--- config.mk ---
export PLATFORM = sky130hd
export DESIGN_NAME = apb_subsystem
export DESIGN_NICKNAME = d
export VERILOG_FILES = /design/src/apb_sub_pkg.sv /design/src/apb_subsystem.sv /design/src/alut_regs.sv /design/src/apb_slot_decoder.sv /design/src/ahb_apb_bridge.sv
export SDC_FILE = /design/constraint.sdc
export NUM_CORES = 1
export LEC_CHECK = 0
export ABC_AREA = 1
export ABC_CLOCK_PERIOD_IN_PS = 5390
export BUFFER_PORTS_ARGS = -buffer_cell sky130_fd_sc_hd__buf_4
export CAP_MARGIN = 5
export CORE_AREA = 2 2 222 224
export DETAILED_ROUTE_END_ITERATION = 7
export DIE_AREA = 0 0 224 226
export PLACE_DENSITY_LB_ADDON = 0.05
export SYNTH_ARGS = -nofsm -noshare
export SYNTH_HDL_FRONTEND = slang
export SYNTH_HIERARCHICAL = 1
export SYNTH_SLANG_ARGS = --single-unit
--- constraint.sdc ---
create_clock -name hclk -period 5.39 [get_ports hclk]
set_clock_uncertainty 0.1 [all_clocks]
set_input_delay 0.2695 -clock hclk [delete_from_list [all_inputs] [get_ports hclk]]
set_output_delay 0.2695 -clock hclk [all_outputs]
set_load 0.005 [all_outputs]
--- src/apb_sub_pkg.sv ---
// Shared bus structs, AHB/APB codes and ALUT register map, referenced by scoped name
package apb_sub_pkg;

   // ----------------------------------------------------------------------
   // Bus structs
   // ----------------------------------------------------------------------

   // AHB address phase of one transfer, write data travels on its own
   typedef struct packed {
      logic        hsel;
      logic [31:0] haddr;
      logic [1:0]  htrans;
      logic        hwrite;
      logic        hready_in;
   } ahb_req_t;

   // Shared APB request, common to all slots
   typedef struct packed {
      logic [31:0] paddr;
      logic        pwrite;
      logic        penable;
      logic [31:0] pwdata;
   } apb_req_t;

   // Response of one slot
   typedef struct packed {
      logic [31:0] prdata;
      logic        pready;
   } apb_rsp_t;

   // AHB transfer and response codes
   localparam logic [1:0] htrans_idle   = 2'b00;
   localparam logic [1:0] htrans_busy   = 2'b01;
   localparam logic [1:0] htrans_nonseq = 2'b10;
   localparam logic [1:0] htrans_seq    = 2'b11;
   localparam logic [1:0] hresp_okay    = 2'b00;
   localparam logic [1:0] hresp_error   = 2'b01;

   // Slot 0 is the ALUT, slots 1 to 4 the MACs
   localparam int num_slots = 5;
   localparam int num_macs  = 4;

   // ----------------------------------------------------------------------
   // ALUT map
   // ----------------------------------------------------------------------
   localparam logic [6:0] alut_mac_lo_offs = 7'h00;
   localparam logic [6:0] alut_mac_hi_offs = 7'h04;
   localparam logic [6:0] alut_cmd_offs    = 7'h08;
   localparam logic [6:0] alut_result_offs = 7'h0C;

   // One table entry
   typedef struct packed {
      logic        valid;
      logic [47:0] mac;
      logic [1:0]  port;
   } alut_entry_t;

endpackage
--- src/apb_subsystem.sv ---
// Top level of the APB subsystem, AHB-lite port in, ALUT in slot 0 and four MAC slot ports out
`timescale 1ns/1ps

module apb_subsystem #(
   parameter logic [31:0] base_addr  = 32'h00A0_0000,
   parameter int unsigned slot_bits  = 16,
   parameter int unsigned alut_depth = 8
) (
   input  logic                                               hclk,
   input  logic                                               rst_n,
   input  apb_sub_pkg::ahb_req_t                              ahb_req,
   input  logic [31:0]                                        hwdata,
   output logic [31:0]                                        hrdata,
   output logic                                               hready,
   output logic [1:0]                                         hresp,
   output apb_sub_pkg::apb_req_t                              apb_req,
   output logic [apb_sub_pkg::num_macs-1:0]                   psel_mac,
   input  apb_sub_pkg::apb_rsp_t [apb_sub_pkg::num_macs-1:0]  mac_rsp
);

   logic                                               sel_active;
   logic                                               slot_hit;
   logic [apb_sub_pkg::num_slots-1:0]                  psel;
   apb_sub_pkg::apb_rsp_t                              slot_rsp;
   apb_sub_pkg::apb_rsp_t                              alut_rsp;
   apb_sub_pkg::apb_rsp_t [apb_sub_pkg::num_slots-1:0] slot_rsp_all;

   // ALUT in slot 0, MACs above it
   assign slot_rsp_all = {mac_rsp, alut_rsp};
   assign psel_mac     = psel[apb_sub_pkg::num_slots-1:1];

   ahb_apb_bridge i_ahb_apb_bridge (
      .hclk       (hclk),
      .rst_n      (rst_n),
      .ahb_req    (ahb_req),
      .hwdata     (hwdata),
      .hrdata     (hrdata),
      .hready     (hready),
      .hresp      (hresp),
      .apb_req    (apb_req),
      .sel_active (sel_active),
      .slot_rsp   (slot_rsp),
      .slot_hit   (slot_hit)
   );

   apb_slot_decoder #(
      .base_addr (base_addr),
      .slot_bits (slot_bits)
   ) i_apb_slot_decoder (
      .paddr       (apb_req.paddr),
      .sel_active  (sel_active),
      .slot_rsp_in (slot_rsp_all),
      .psel        (psel),
      .slot_rsp    (slot_rsp),
      .slot_hit    (slot_hit)
   );

   alut_regs #(
      .alut_depth (alut_depth)
   ) i_alut_regs (
      .hclk    (hclk),
      .rst_n   (rst_n),
      .psel    (psel[0]),
      .apb_req (apb_req),
      .apb_rsp (alut_rsp)
   );

endmodule

--- src/alut_regs.sv ---
// APB register block of the MAC address lookup table, staging registers plus store/lookup command
`timescale 1ns/1ps

module alut_regs #(
   parameter int unsigned alut_depth = 8
) (
   input  logic                   hclk,
   input  logic                   rst_n,
   input  logic                   psel,
   input  apb_sub_pkg::apb_req_t  apb_req,
   output apb_sub_pkg::apb_rsp_t  apb_rsp
);

   logic [6:0]                apb_offs;
   logic                      wr_en;
   logic                      cmd_wr;
   logic                      store_wr;
   logic                      lookup_wr;
   logic [31:0]               mac_lo_q;
   logic [17:0]               mac_hi_q;
   logic [31:0]               result_q;
   logic [47:0]               staged_mac;
   logic                      lk_hit;
   logic [1:0]                lk_port;
   logic [2:0]                lk_idx;
   apb_sub_pkg::alut_entry_t  tbl_q [alut_depth];

   // ----------------------------------------------------------------------
   // Decode
   // ----------------------------------------------------------------------
   assign apb_offs   = apb_req.paddr[6:0];
   // Writes land at the end of the single access cycle
   assign wr_en      = psel && apb_req.penable && apb_req.pwrite;
   assign cmd_wr     = wr_en && (apb_offs == apb_sub_pkg::alut_cmd_offs);
   assign store_wr   = cmd_wr && !apb_req.pwdata[8];
   assign lookup_wr  = cmd_wr && apb_req.pwdata[8];
   assign staged_mac = {mac_hi_q[15:0], mac_lo_q};

   // Search from the top so the lowest match wins
   always_comb begin
      lk_hit  = 1'b0;
      lk_port = '0;
      lk_idx  = '0;
      for (int i = int'(alut_depth) - 1; i >= 0; i--) begin
         if (tbl_q[i].valid && (tbl_q[i].mac == staged_mac)) begin
            lk_hit  = 1'b1;
            lk_port = tbl_q[i].port;
            lk_idx  = 3'(i);
         end
      end
   end

   // ----------------------------------------------------------------------
   // Registers and table
   // ----------------------------------------------------------------------
   always_ff @(posedge hclk or negedge rst_n) begin
      if (!rst_n) begin
         mac_lo_q <= '0;
         mac_hi_q <= '0;
         result_q <= '0;
         for (int i = 0; i < int'(alut_depth); i++) begin
            tbl_q[i] <= '0;
         end
      end else begin
         if (wr_en && (apb_offs == apb_sub_pkg::alut_mac_lo_offs)) begin
            mac_lo_q <= apb_req.pwdata;
         end
         // Upper MAC bits plus port
         if (wr_en && (apb_offs == apb_sub_pkg::alut_mac_hi_offs)) begin
            mac_hi_q <= apb_req.pwdata[17:0];
         end
         if (store_wr && (apb_req.pwdata[2:0] < alut_depth)) begin
            tbl_q[apb_req.pwdata[2:0]] <= '{valid: 1'b1,
                                            mac:   staged_mac,
                                            port:  mac_hi_q[17:16]};
         end
         // Hit flag, port, index; a miss clears
         if (lookup_wr) begin
            result_q <= lk_hit ? {1'b1, 13'b0, lk_port, 13'b0, lk_idx} : '0;
         end
      end
   end

   // Read mux, CMD and holes read zero
   always_comb begin
      apb_rsp.pready = 1'b1;
      case (apb_offs)
         apb_sub_pkg::alut_mac_lo_offs: apb_rsp.prdata = mac_lo_q;
         apb_sub_pkg::alut_mac_hi_offs: apb_rsp.prdata = {14'b0, mac_hi_q};
         apb_sub_pkg::alut_result_offs: apb_rsp.prdata = result_q;
         default:                       apb_rsp.prdata = '0;
      endcase
   end

   // Software must keep store indices inside the table
   store_idx_a: assert property (@(posedge hclk) disable iff (!rst_n)
      store_wr |-> (apb_req.pwdata[2:0] < alut_depth))
      else $error("ALUT store to index beyond table depth");

endmodule

--- src/apb_slot_decoder.sv ---
// Combinational APB slot decoder giving one-hot selects from the held address and merging responses
`timescale 1ns/1ps

module apb_slot_decoder #(
   parameter logic [31:0] base_addr = 32'h00A0_0000,
   parameter int unsigned slot_bits = 16
) (
   input  logic [31:0]                                         paddr,
   input  logic                                                sel_active,
   input  apb_sub_pkg::apb_rsp_t [apb_sub_pkg::num_slots-1:0]  slot_rsp_in,
   output logic [apb_sub_pkg::num_slots-1:0]                   psel,
   output apb_sub_pkg::apb_rsp_t                               slot_rsp,
   output logic                                                slot_hit
);

   // Window of 16 slots with only the first num_slots populated
   localparam int unsigned idx_bits = 4;
   localparam int unsigned win_lsb  = slot_bits + idx_bits;

   logic                in_window;
   logic [idx_bits-1:0] slot_idx;

   assign in_window = (paddr[31:win_lsb] == base_addr[31:win_lsb]);
   assign slot_idx  = paddr[slot_bits +: idx_bits];
   // Single point of map check
   assign slot_hit  = in_window && (slot_idx < apb_sub_pkg::num_slots);

   always_comb begin
      // Nothing selected gives a ready zero response
      psel            = '0;
      slot_rsp.prdata = '0;
      slot_rsp.pready = 1'b1;
      for (int i = 0; i < apb_sub_pkg::num_slots; i++) begin
         if (sel_active && slot_hit && (slot_idx == i)) begin
            psel[i]  = 1'b1;
            slot_rsp = slot_rsp_in[i];
         end
      end
   end

endmodule

--- src/ahb_apb_bridge.sv ---
// AHB-lite slave that runs each accepted transfer as one APB setup/access sequence or an ERROR
`timescale 1ns/1ps

module ahb_apb_bridge (
   input  logic                   hclk,
   input  logic                   rst_n,
   input  apb_sub_pkg::ahb_req_t  ahb_req,
   input  logic [31:0]            hwdata,
   output logic [31:0]            hrdata,
   output logic                   hready,
   output logic [1:0]             hresp,
   output apb_sub_pkg::apb_req_t  apb_req,
   output logic                   sel_active,
   input  apb_sub_pkg::apb_rsp_t  slot_rsp,
   input  logic                   slot_hit
);

   typedef enum logic [2:0] {
      st_idle,
      st_capture,
      st_setup,
      st_access,
      st_err1,
      st_err2
   } state_t;

   state_t      state_q;
   state_t      state_d;
   logic [31:0] addr_q;
   logic        write_q;
   logic [31:0] wdata_q;
   logic [31:0] rdata_q;
   logic        accept;

   // ----------------------------------------------------------------------
   // AHB side
   // ----------------------------------------------------------------------

   // Data phase ends in idle or second error cycle
   assign hready = (state_q == st_idle) || (state_q == st_err2);
   assign hresp  = ((state_q == st_err1) || (state_q == st_err2)) ?
                   apb_sub_pkg::hresp_error : apb_sub_pkg::hresp_okay;
   assign hrdata = rdata_q;

   // Only NONSEQ and SEQ start a transfer
   assign accept = hready && ahb_req.hsel && ahb_req.hready_in &&
                   ((ahb_req.htrans == apb_sub_pkg::htrans_nonseq) ||
                    (ahb_req.htrans == apb_sub_pkg::htrans_seq));

   // Next state
   always_comb begin
      state_d = state_q;
      case (state_q)
         st_idle, st_err2: state_d = accept ? st_capture : st_idle;
         // Map check on the held address
         st_capture:       state_d = slot_hit ? st_setup : st_err1;
         st_setup:         state_d = st_access;
         // Wait states from the slot
         st_access:        state_d = slot_rsp.pready ? st_idle : st_access;
         st_err1:          state_d = st_err2;
         default:          state_d = st_idle;
      endcase
   end

   always_ff @(posedge hclk or negedge rst_n) begin
      if (!rst_n) begin
         state_q <= st_idle;
         addr_q  <= '0;
         write_q <= 1'b0;
      end else begin
         state_q <= state_d;
         // Address and direction from the address phase
         if (accept) begin
            addr_q  <= ahb_req.haddr;
            write_q <= ahb_req.hwrite;
         end
      end
   end

   // Write data arrives one cycle after the address
   always_ff @(posedge hclk) begin
      if (state_q == st_capture) begin
         wdata_q <= hwdata;
      end
      // Read data held for the final data phase cycle
      if ((state_q == st_access) && slot_rsp.pready) begin
         rdata_q <= slot_rsp.prdata;
      end
   end

   // ----------------------------------------------------------------------
   // APB side
   // ----------------------------------------------------------------------
   assign sel_active = (state_q == st_setup) || (state_q == st_access);

   always_comb begin
      apb_req.paddr   = addr_q;
      apb_req.pwrite  = write_q;
      apb_req.penable = (state_q == st_access);
      apb_req.pwdata  = wdata_q;
   end

   // Decoder hit must hold for the whole sequence on the held address
   seq_hit_a: assert property (@(posedge hclk) disable iff (!rst_n)
      sel_active |-> slot_hit)
      else $error("APB sequence running for an unmapped address");

   // Request held from setup until the completing access cycle
   req_stable_a: assert property (@(posedge hclk) disable iff (!rst_n)
      sel_active && !(apb_req.penable && slot_rsp.pready) |=>
         $stable(apb_req.paddr) && $stable(apb_req.pwrite) && $stable(apb_req.pwdata))
      else $error("APB request changed inside a transfer");

endmodule

Word-level counts from Yosys, hierarchy flattened:

Index checks and enable logic that the tools add are counted.

* bits in read-only memories: 0
* register bits: 590
* bits in writable memories: 0
* memories kept: 0
* output and inout port bits: 105
* input bits: 203
* bits in latches: 0
* logic and storage cells: 139

* $add $sub $neg: 0
* shift operators: 0
* bitwise operators: 1
* reductions and logical operators: 36
* multipliers: 0
* eq/ne operators: 23
* $lt $le $gt $ge: 3
* mux-type cells: 44
* div/mod/pow operators: 0

Operators by type and width (number)
* $bwmux 408: 1
* $eq 48x48->1: 8
* $mux 33: 5
* $demux 51 s3: 1
* $pmux 32 s3: 1
* $mux 51: 1
* $mux 32: 1
* $logic_and 1x1->1: 27
* $mux 3: 9
* $mux 2: 9
* $mux 1: 15
* $pmux 3 s5: 1
* $eq 7x4->1 const B: 2
* $eq 12x4->1 const B: 1
* $eq 4x2->1 const B: 2
* $eq 7x3->1 const B: 1
* $logic_not 7->1: 1
* $eq 3x2->1 const B: 2
* $eq 3x3->1 const B: 2
* $eq 2x2->1 const B: 2
* $eq 4x1->1 const B: 1
* $eq 4x3->1 const B: 1
* $ge 4x4->1 const B: 1
* $logic_not 4->1: 1
* other kinds (8): 11

Depth between registers and ports, before layout:

Gate-level depths: netlist (run 1).

* depth in word-level cells: 11
* depth in mapped cells: 19

By module:

The synthesis (run 1) kept the hierarchy.

Modules (own cells, without submodules)
* alut_regs: instances 1, cells an instance 2947, area an instance 24816.3 sq um
* ahb_apb_bridge: instances 1, cells an instance 239, area an instance 3510.9 sq um
* apb_slot_decoder: instances 1, cells an instance 582, area an instance 2821.5 sq um

Worst setup path before layout (run 1):

Ideal clock, no wire load.

* path kind: reg-to-reg
* start: reg i_ahb_apb_bridge.state_q[1]
* end: reg i_ahb_apb_bridge.rdata_q[0], in the netlist i_ahb_apb_bridge/hrdata[0], enable pin
* arrival time: 2.948 ns
* setup slack: 1.921 ns
* stages on the path, launching flop included: 13
* period minus slack after synthesis: 3.469 ns
* setup time: 0.421 ns
* cell sequence: dfrtp_1 -> inv_1 -> nor2_1 -> inv_1 -> nor2_8 -> buf_12 -> buf_6 -> o2111ai_1 -> nand2_1 -> nand2_1 -> nand2_1 -> inv_1 -> nor2_1

RTL lines
* from (decl): RTL line ahb_apb_bridge.sv:27 `state_t state_q;`
* from (signal assigned): RTL line ahb_apb_bridge.sv:67 `state_q <= st_idle;`
* from (signal assigned): RTL line ahb_apb_bridge.sv:71 `state_q <= state_d;`
* to (signal assigned): RTL line ahb_apb_bridge.sv:87 `rdata_q <= slot_rsp.prdata;`
* to (decl): RTL line ahb_apb_bridge.sv:32 `logic [31:0] rdata_q;`

Worst setup path after layout (run 1):

* start: reg i_ahb_apb_bridge.addr_q[27]
* end: reg i_alut_regs/tbl_q[358] (netlist bit)

* cells in the longest elaborated chain, start to end: 9

Ends and longest elaborated chain
* from (decl): RTL line ahb_apb_bridge.sv:29 `logic [31:0] addr_q;`
* from (signal assigned): RTL line ahb_apb_bridge.sv:74 `addr_q <= ahb_req.haddr;`
* $eq 12x4->1: RTL line apb_slot_decoder.sv:23 `assign in_window = (paddr[31:win_lsb] == base_addr[31:win_lsb]);`
* $logic_and 1x1->1: RTL line apb_slot_decoder.sv:26 `assign slot_hit = in_window && (slot_idx < apb_sub_pkg::num_slots);`
* via slot_hit: RTL line apb_subsystem.sv:22 `logic slot_hit;`
* $logic_and 1x1->1 (2 in series): RTL line apb_slot_decoder.sv:34 `if (sel_active && slot_hit && (slot_idx == i)) begin`
* $mux 1: RTL line apb_slot_decoder.sv:34
* via psel, one bit: RTL line apb_subsystem.sv:23 `logic [apb_sub_pkg::num_slots-1:0] psel;`
* $logic_and 1x1->1 (2 in series): RTL line alut_regs.sv:33 `assign wr_en = psel && apb_req.penable && apb_req.pwrite;`
* $logic_and 1x1->1: RTL line alut_regs.sv:34 `assign cmd_wr = wr_en && (apb_offs == apb_sub_pkg::alut_cmd_offs);`
* $logic_and 1x1->1: RTL line alut_regs.sv:35 `assign store_wr = cmd_wr && !apb_req.pwdata[8];`
* to (signal, indexed assignment): RTL line alut_regs.sv:73 `tbl_q[apb_req.pwdata[2:0]] <= '{valid: 1'b1,`
* to (decl): RTL line alut_regs.sv:26 `apb_sub_pkg::alut_entry_t tbl_q [alut_depth];`

The timed path passes the listed nets, and every way through them passes these cells.
A chain may end at the register's enable or synchronous reset.

==> flow_summary.json, run 1 <==
{
  "path_class": "reg -> reg",
  "combPwrFrac": 0.142,
  "seq_power_share": 0.455,
  "p_per_area_mw_per_mm2": 288,
  "syn_area_per_cell_um2": 8.27,
  "area_delta_synth_final_pct": 15.1,
  "detail-route-antenna-nets": 0,
  "clock_insertion_delay_at_the_later_pin_of_the_skew_report_ns": 0.65,
  "regArea_mm2": 0.0144,
  "switching_share": 0.284,
  "async_flop_share": 0.887,
  "y_dimension_of_the_die_um": 226,
  "post-place-cells": 4480,
  "grt_pass1_wl_mm": 158,
  "max-cap-violations": 0,
  "cp-end-kind": "flip-flop",
  "finalHoldViolCount": 0,
  "synth-main-ff-cell": "sky130_fd_sc_hd__dfrtp_1",
  "numClockSinks": 564,
  "numPortBuffers": 305,
  "dpl.hpwl_mm": 68.5,
  "cts_inserted_buffers": 60,
  "final_max_slew_viol_count": 0,
  "nNetsFinal": 4248,
  "power.ir.vdd_worst_mv": 0.314,
  "num-fill-cells": 3614,
  "horizontal_extent_of_the_die_um": 224,
  "setup_viol": 0,
  "grt_usage": 0.416,
  "fp.dieArea_mm2": 0.0506,
  "clock_edge_transition_at_the_registers_on_the_reported_setup_and_hold_paths_ns": 0.06,
  "synthesis.instances": 3768,
  "slowest_stage_delay_on_critical_path_ns": 0.95,
  "fmax_ghz": 0.203,
  "globalplace.congestion": 0.969,
  "core_area_mm2": 0.0483,
  "ioPinCount": 308,
  "critical-path-slowest-cell": "sky130_fd_sc_hd__nor4_4",
  "initial_cell_density_of_the_core": 0.644,
  "grt_setup_unrepaired": "no",
  "p_clk_frac": 0.403,
  "synth_warnings": 6,
  "layout-drive-gt1-share": 0.222,
  "final_period_minus_worst_setup_slack_ns": 4.94,
  "critPathRequiredTime_ns": 5.78,
  "critPathLaunchType": "flip-flop",
  "yosysUniqueCellTypes": 47,
  "initial_antenna_violation_count": 0,
  "n_diodes": 0,
  "timing.critical_path.max_delay_family": "simple AND/OR/NAND/NOR gates",
  "synth_fp_nets": 3971,
  "route.detailed.drc": 0,
  "route.vias.total": 27600,
  "hold_class": "in -> reg",
  "clk_root_buffer_cell": "sky130_fd_sc_hd__clkbuf_16",
  "finalWirelength_mm": 104,
  "rows": 81,
  "mostFrequentLayoutCells": "sky130_fd_sc_hd__nand2_1 (1,209), sky130_fd_sc_hd__dfrtp_1 (499), sky130_fd_sc_hd__buf_4 (341)",
  "finalNonFillerCells": 4718,
  "critical_path_buf_inv_count": 2,
  "synth_seq_area_share": 0.463,
  "clock_tree_buffer_depth": 3,
  "detailedRoute.firstIterationViolations": 3421,
  "via_count_of_the_first_global_routing_pass": 26600,
  "status": "completed",
  "number_of_flops_mapped_to_enable_cells_by_yosys": 64,
  "cp.arrival_ns": 5.32,
  "number_of_flip_flops_and_latches_in_the_synthesized_netlist": 564,
  "final_common_cell": "sky130_fd_sc_hd__nand2_1",
  "total_leakage_power_nw": 17.3,
  "wl_per_cell_um": 22.1,
  "power.switching_mw": 2.93,
  "finalSetupTns_ns": 0,
  "layout_worst_path_cycle_share": 0.916,
  "critical_path_peak_fanout": 77,
  "maximum_number_of_pins_on_one_net_before_global_route_repair": 129,
  "timing.max_slew.rel_slack": 0.183,
  "cts_h_tree_lvls": 2,
  "multi_input_gate_area_mm2": 0.0134,
  "series_of_cell_instances_along_the_critical_path": "nor2_1 > nand2_1 > nor2_1 > inv_1 > nor2_1 > nand2_1 > nor3_1 > nand3_1 > nor4_4 > nand4_4 > buf_4 > nand2_1 > o21ai_2",
  "postCtsResizedCells": 0,
  "avgViaCountPerCell": 5.86,
  "grt-ovfl-total": 0,
  "detailedRoute.firstPassIterationCount": 6,
  "mappedNetlistArea_mm2": 0.0311,
  "tritoncts_clock_tree": "done",
  "tightestPinTransition_ns": 1.23,
  "power_report.internal_total_mw": 7.39
}
worst paths after layout:
path | cells past startpoint | startpoint | slack [ns] | endpoint
worst min-delay path | 5 | mac_rsp[55] | 0.03 | i_ahb_apb_bridge/hrdata[21]
max in group asynchronous | 3 | rst_n | 3.56 | i_alut_regs/tbl_q[290]
worst max-delay path | 13 | i_ahb_apb_bridge/addr_q[27] | 0.45 | i_alut_regs/tbl_q[358]
worst max register to register | 13 | i_ahb_apb_bridge/addr_q[27] | 0.45 | i_alut_regs/tbl_q[358]
min in group asynchronous | 2 | rst_n | 0.21 | i_alut_regs/tbl_q[373]
worst min register to register | 2 | i_alut_regs/tbl_q[152] | 0.35 | i_alut_regs/tbl_q[152]
through the flow:
step	power (mW)	worst slack, ns	util	cell area [µm²]	hold WS, ns
after floorplan	5.41	1.92	-	31100	-0.126
final	10.3	0.453	0.742	35900	0.0338
after global routing	10.6	0.309	0.742	35900	0.0253
after detailed placement	6.10	0.818	0.675	32600	0.341
after global placement	6.05	0.939	0.675	32600	0.322
after CTS	10.3	0.677	0.742	35900	0.00335
synthesized netlist by cell type (56+ instances only):
library cell               number  area share
sky130_fd_sc_hd__inv_1        304       0.037
sky130_fd_sc_hd__inv_2         59      0.0071
sky130_fd_sc_hd__o21ai_1       76       0.012
sky130_fd_sc_hd__nand3_1      114       0.018
sky130_fd_sc_hd__xor2_1        56       0.016
sky130_fd_sc_hd__nand2_1     1211        0.15
sky130_fd_sc_hd__o21ai_2      314       0.088
sky130_fd_sc_hd__edfxtp_1      64       0.062
sky130_fd_sc_hd__xnor2_1       79       0.022
sky130_fd_sc_hd__dfrtp_1      500        0.40
sky130_fd_sc_hd__o21ai_0      174       0.028
sky130_fd_sc_hd__nor2_1       292       0.035
sky130_fd_sc_hd__buf_6        107       0.039
registers in the layout, indices dropped and copies added, names as in the netlist:
name / count
i_alut_regs/mac_hi_q: 18
i_ahb_apb_bridge/addr_q: 32
i_alut_regs/result_q: 6
i_ahb_apb_bridge/state_q: 3
i_ahb_apb_bridge/hrdata: 32
i_ahb_apb_bridge/write_q: 1
i_ahb_apb_bridge/wdata_q: 32
i_alut_regs/mac_lo_q: 32
i_alut_regs/tbl_q: 408
per-layer routing:
layer  share of wire  track usage
met3            0.11       0.0817
met5               0            0
met4           0.063        0.231
met1            0.37        0.539
met2            0.46        0.660
what timing repair did:
action	in CTS	in global routing
hold endpoints to repair	209	0
hold buffers	125	0
setup buffers	0	0
cell families after synthesis:
kind of cell,synth area share
simple gates,0.238
compound gates,0.151
buf+inv,0.109
flops,0.463
xor+xnor,0.0380
other cells,0.000241
tightest hold or removal path: stages:
cell	delay, ns
sky130_fd_sc_hd__buf_4	0.08
sky130_fd_sc_hd__o2111ai_1	0.09
sky130_fd_sc_hd__nand2_1	0.07
sky130_fd_sc_hd__nand2_1	0.06
sky130_fd_sc_hd__nand2_1	0.08
cell type report:
| type | count | area share |
|---|---|---|
| timing repair buffer | 470 | 0.108 |
| inverter | 368 | 0.0389 |
| clock buffer | 85 | 0.0482 |
| multi-input combinational | 2581 | 0.373 |
| clock inverter | 28 | 0.00680 |
| tap | 622 | 0.0217 |
| sequential | 564 | 0.403 |
power groups by stage:
| stage | logic [mW] | clock network [mW] | registers [mW] |
|---|---|---|---|
| finish | 1.46 | 4.16 | 4.70 |
| global route | 1.57 | 4.34 | 4.71 |
| CTS | 1.41 | 4.18 | 4.68 |
| detailed placement | 1.35 | 0 | 4.76 |
| global placement | 1.31 | 0 | 4.74 |
| floorplan | 0.674 | 0 | 4.74 |
Note: power is estimated with default switching activity, not from simulation.
==> run 2: changes to the inputs <==
--- a/config.mk
+++ b/config.mk
@@ -10,6 +10,7 @@
 export BUFFER_PORTS_ARGS = -buffer_cell sky130_fd_sc_hd__buf_4
 export CAP_MARGIN = 5
 export CORE_AREA = 2 2 222 224
+export CTS_BUF_LIST = sky130_fd_sc_hd__clkbuf_2 sky130_fd_sc_hd__clkbuf_4 sky130_fd_sc_hd__clkbuf_8
 export DETAILED_ROUTE_END_ITERATION = 7
 export DIE_AREA = 0 0 224 226
 export PLACE_DENSITY_LB_ADDON = 0.05
==> flow_summary.json, run 2 (synthesis results as in run 1) <==
{
  "status": "completed",
  "hold_wc_startpoint": "mac_rsp[33]",
  "grt_usage": 0.416,
  "fin_area_mm2": 0.0360,
  "ioPinCount": 308,
  "core_area_mm2": 0.0483,
  "y_dimension_of_the_die_um": 226,
  "globalplace.congestion": 0.969,
  "cp.arrival_ns": 5.21,
  "wl_per_cell_um": 21.9,
  "clock_edge_transition_at_the_registers_on_the_reported_setup_and_hold_paths_ns": 0.06,
  "top_layer": "met4",
  "hold-worst-slack_ns": 0.135,
  "via_count_of_the_first_global_routing_pass": 26800,
  "hold_class": "in -> reg",
  "detail-route-antenna-nets": 0,
  "rr_worst_depth": 13,
  "total_leakage_power_nw": 17.5,
  "path_class": "reg -> reg",
  "dr_wl_met3_mm": 10.8,
  "worstReg2RegStart": "i_ahb_apb_bridge/addr_q[27]",
  "final_period_minus_worst_setup_slack_ns": 4.76,
  "p_per_area_mw_per_mm2": 288,
  "final_ws_setup_ns": 0.632,
  "tritoncts_clock_tree": "done",
  "worst_r2r_endpoint": "i_alut_regs/tbl_q[382]",
  "setup_viol": 0,
  "route.detailed.drc": 0,
  "critical-path-slowest-cell": "sky130_fd_sc_hd__nor4_4",
  "grt_pass1_wl_mm": 158,
  "avgViaCountPerCell": 5.82,
  "nNetsFinal": 4291,
  "finalSetupTns_ns": 0,
  "layout_worst_path_cycle_share": 0.883,
  "fp.dieArea_mm2": 0.0506,
  "numPortBuffers": 305,
  "max-cap-violations": 0,
  "clock_tree_buffer_depth": 3,
  "clock_insertion_delay_at_the_later_pin_of_the_skew_report_ns": 0.70,
  "series_of_cell_instances_along_the_critical_path": "nor2_1 > nand2_1 > nor2_1 > inv_1 > nor2_1 > nand2_1 > nor3_1 > nand3_1 > nor4_4 > nand4_4 > buf_4 > nand2_1 > o21ai_2",
  "horizontal_extent_of_the_die_um": 224,
  "route.vias.total": 27900,
  "cts.repair_timing.setup_buffer_count": 0,
  "mostFrequentLayoutCells": "sky130_fd_sc_hd__nand2_1 (1,209), sky130_fd_sc_hd__dfrtp_1 (499), sky130_fd_sc_hd__buf_4 (341)",
  "numClockSinks": 564,
  "largest_register_ff_count": 408,
  "critPathLaunchType": "flip-flop",
  "clk_root_buffer_cell": "sky130_fd_sc_hd__clkbuf_8",
  "cts_inserted_buffers": 97,
  "reg2reg_setup_slack_ns": 0.63,
  "detailedRoute.firstIterationViolations": 3217,
  "top_register": "i_alut_regs/tbl_q",
  "cp-end-kind": "flip-flop",
  "critPathRequiredTime_ns": 5.84,
  "finalHoldViolCount": 0,
  "worst_setup_timing_slack_at_the_placement_stage_ns": 0.818,
  "area_delta_synth_final_pct": 15.7,
  "holdPathEnd": "i_ahb_apb_bridge/state_q[0]",
  "tightestPinTransition_ns": 1.25,
  "wl_met1_mm": 39.6,
  "initial_cell_density_of_the_core": 0.644,
  "fmax_ghz": 0.210,
  "slowest_stage_delay_on_critical_path_ns": 0.93,
  "power.ir.vdd_worst_mv": 0.348,
  "critical_path_buf_inv_count": 2,
  "grt_setup_unrepaired": "no",
  "timing.max_slew.rel_slack": 0.169,
  "dpl.hpwl_mm": 68.5,
  "critical_path_peak_fanout": 77,
  "grt-ovfl-total": 0,
  "final_common_cell": "sky130_fd_sc_hd__nand2_1",
  "layout-drive-gt1-share": 0.236,
  "timing.critical_path.max_delay_family": "simple AND/OR/NAND/NOR gates",
  "finalWirelength_mm": 105,
  "rows": 81,
  "detailroute.wirelength.met2_mm": 47.8,
  "placedInstanceArea_mm2": 0.0326,
  "maximum_number_of_pins_on_one_net_before_global_route_repair": 129,
  "cts_h_tree_lvls": 3,
  "final_max_slew_viol_count": 0,
  "n_diodes": 0,
  "min_delay_path_depth": 8,
  "initial_antenna_violation_count": 0,
  "detailedRoute.firstPassIterationCount": 6
}
run 2: cell types whose count changed in the layout (fill, tap and decap cells not counted), sizes merged:
cell,delta
clkinvlp,+2
dlygate4sd3,+6
clkinv,-9
clkbuf,+68
run 2: power breakdown:
| group | switching (mW) | total (mW) | internal [mW] |
|---|---|---|---|
| logic | 0.946 | 1.46 | 0.513 |
| clock network | 1.83 | 4.22 | 2.39 |
| registers | 0.196 | 4.70 | 4.51 |
| total | 2.98 | 10.4 | 7.41 |
run 2: tightest hold or removal path: stages:
cell	delay [ns]
sky130_fd_sc_hd__buf_4	0.08
sky130_fd_sc_hd__o2111ai_1	0.10
sky130_fd_sc_hd__nand2_1	0.07
sky130_fd_sc_hd__nand2_1	0.04
sky130_fd_sc_hd__nand2_1	0.05
sky130_fd_sc_hd__inv_1	0.08
sky130_fd_sc_hd__nand3_1	0.11
sky130_fd_sc_hd__nand3_1	0.08
run 2: per-layer routing:
metal | vias up | global-route usage
met5 | - | 0
met4 | 0 | 0.232
met3 | 341 | 0.0889
met2 | 1615 | 0.659
met1 | 13200 | 0.536
li1 | 12700 | -
run 2: worst max-delay path by stage:
stage                                           start                         end  slack, ns  cells after the start
after floorplan           i_ahb_apb_bridge/state_q[1]  i_ahb_apb_bridge/hrdata[0]       1.92                     12
after global placement    i_ahb_apb_bridge/addr_q[27]      i_alut_regs/tbl_q[253]       0.94                     13
after detailed placement  i_ahb_apb_bridge/addr_q[27]      i_alut_regs/tbl_q[382]       0.82                     13
after CTS                 i_ahb_apb_bridge/addr_q[27]      i_alut_regs/tbl_q[382]       0.79                     13
after global routing      i_ahb_apb_bridge/addr_q[26]      i_alut_regs/tbl_q[394]       0.33                     13
final                     i_ahb_apb_bridge/addr_q[27]      i_alut_regs/tbl_q[382]       0.63                     13
run 2: per-stage QoR:
stage                     power, mW   util  cells
final                          10.4  0.746   4785
after CTS                      10.3  0.746   4785
after floorplan                5.41      -   3768
after detailed placement       6.10  0.675   4480
after global placement         6.05  0.675   4480
after global routing           10.7  0.746   4785
run 2: final cells by class:
class	count	area, µm²
clock buffers	153	1910
clock inverters	21	193
fillers	3587	12300
inverters	368	1390
multi-input cells	2581	13400
flip-flops and latches	564	14400
well taps	622	778
repair buffers	476	3950
run 2: timing repair:
item	4_1_cts	5_1_grt
hold buffers	131	0
resized for setup	0	0
endpoints found under the setup margin	0	0
hold endpoints to repair	211	0
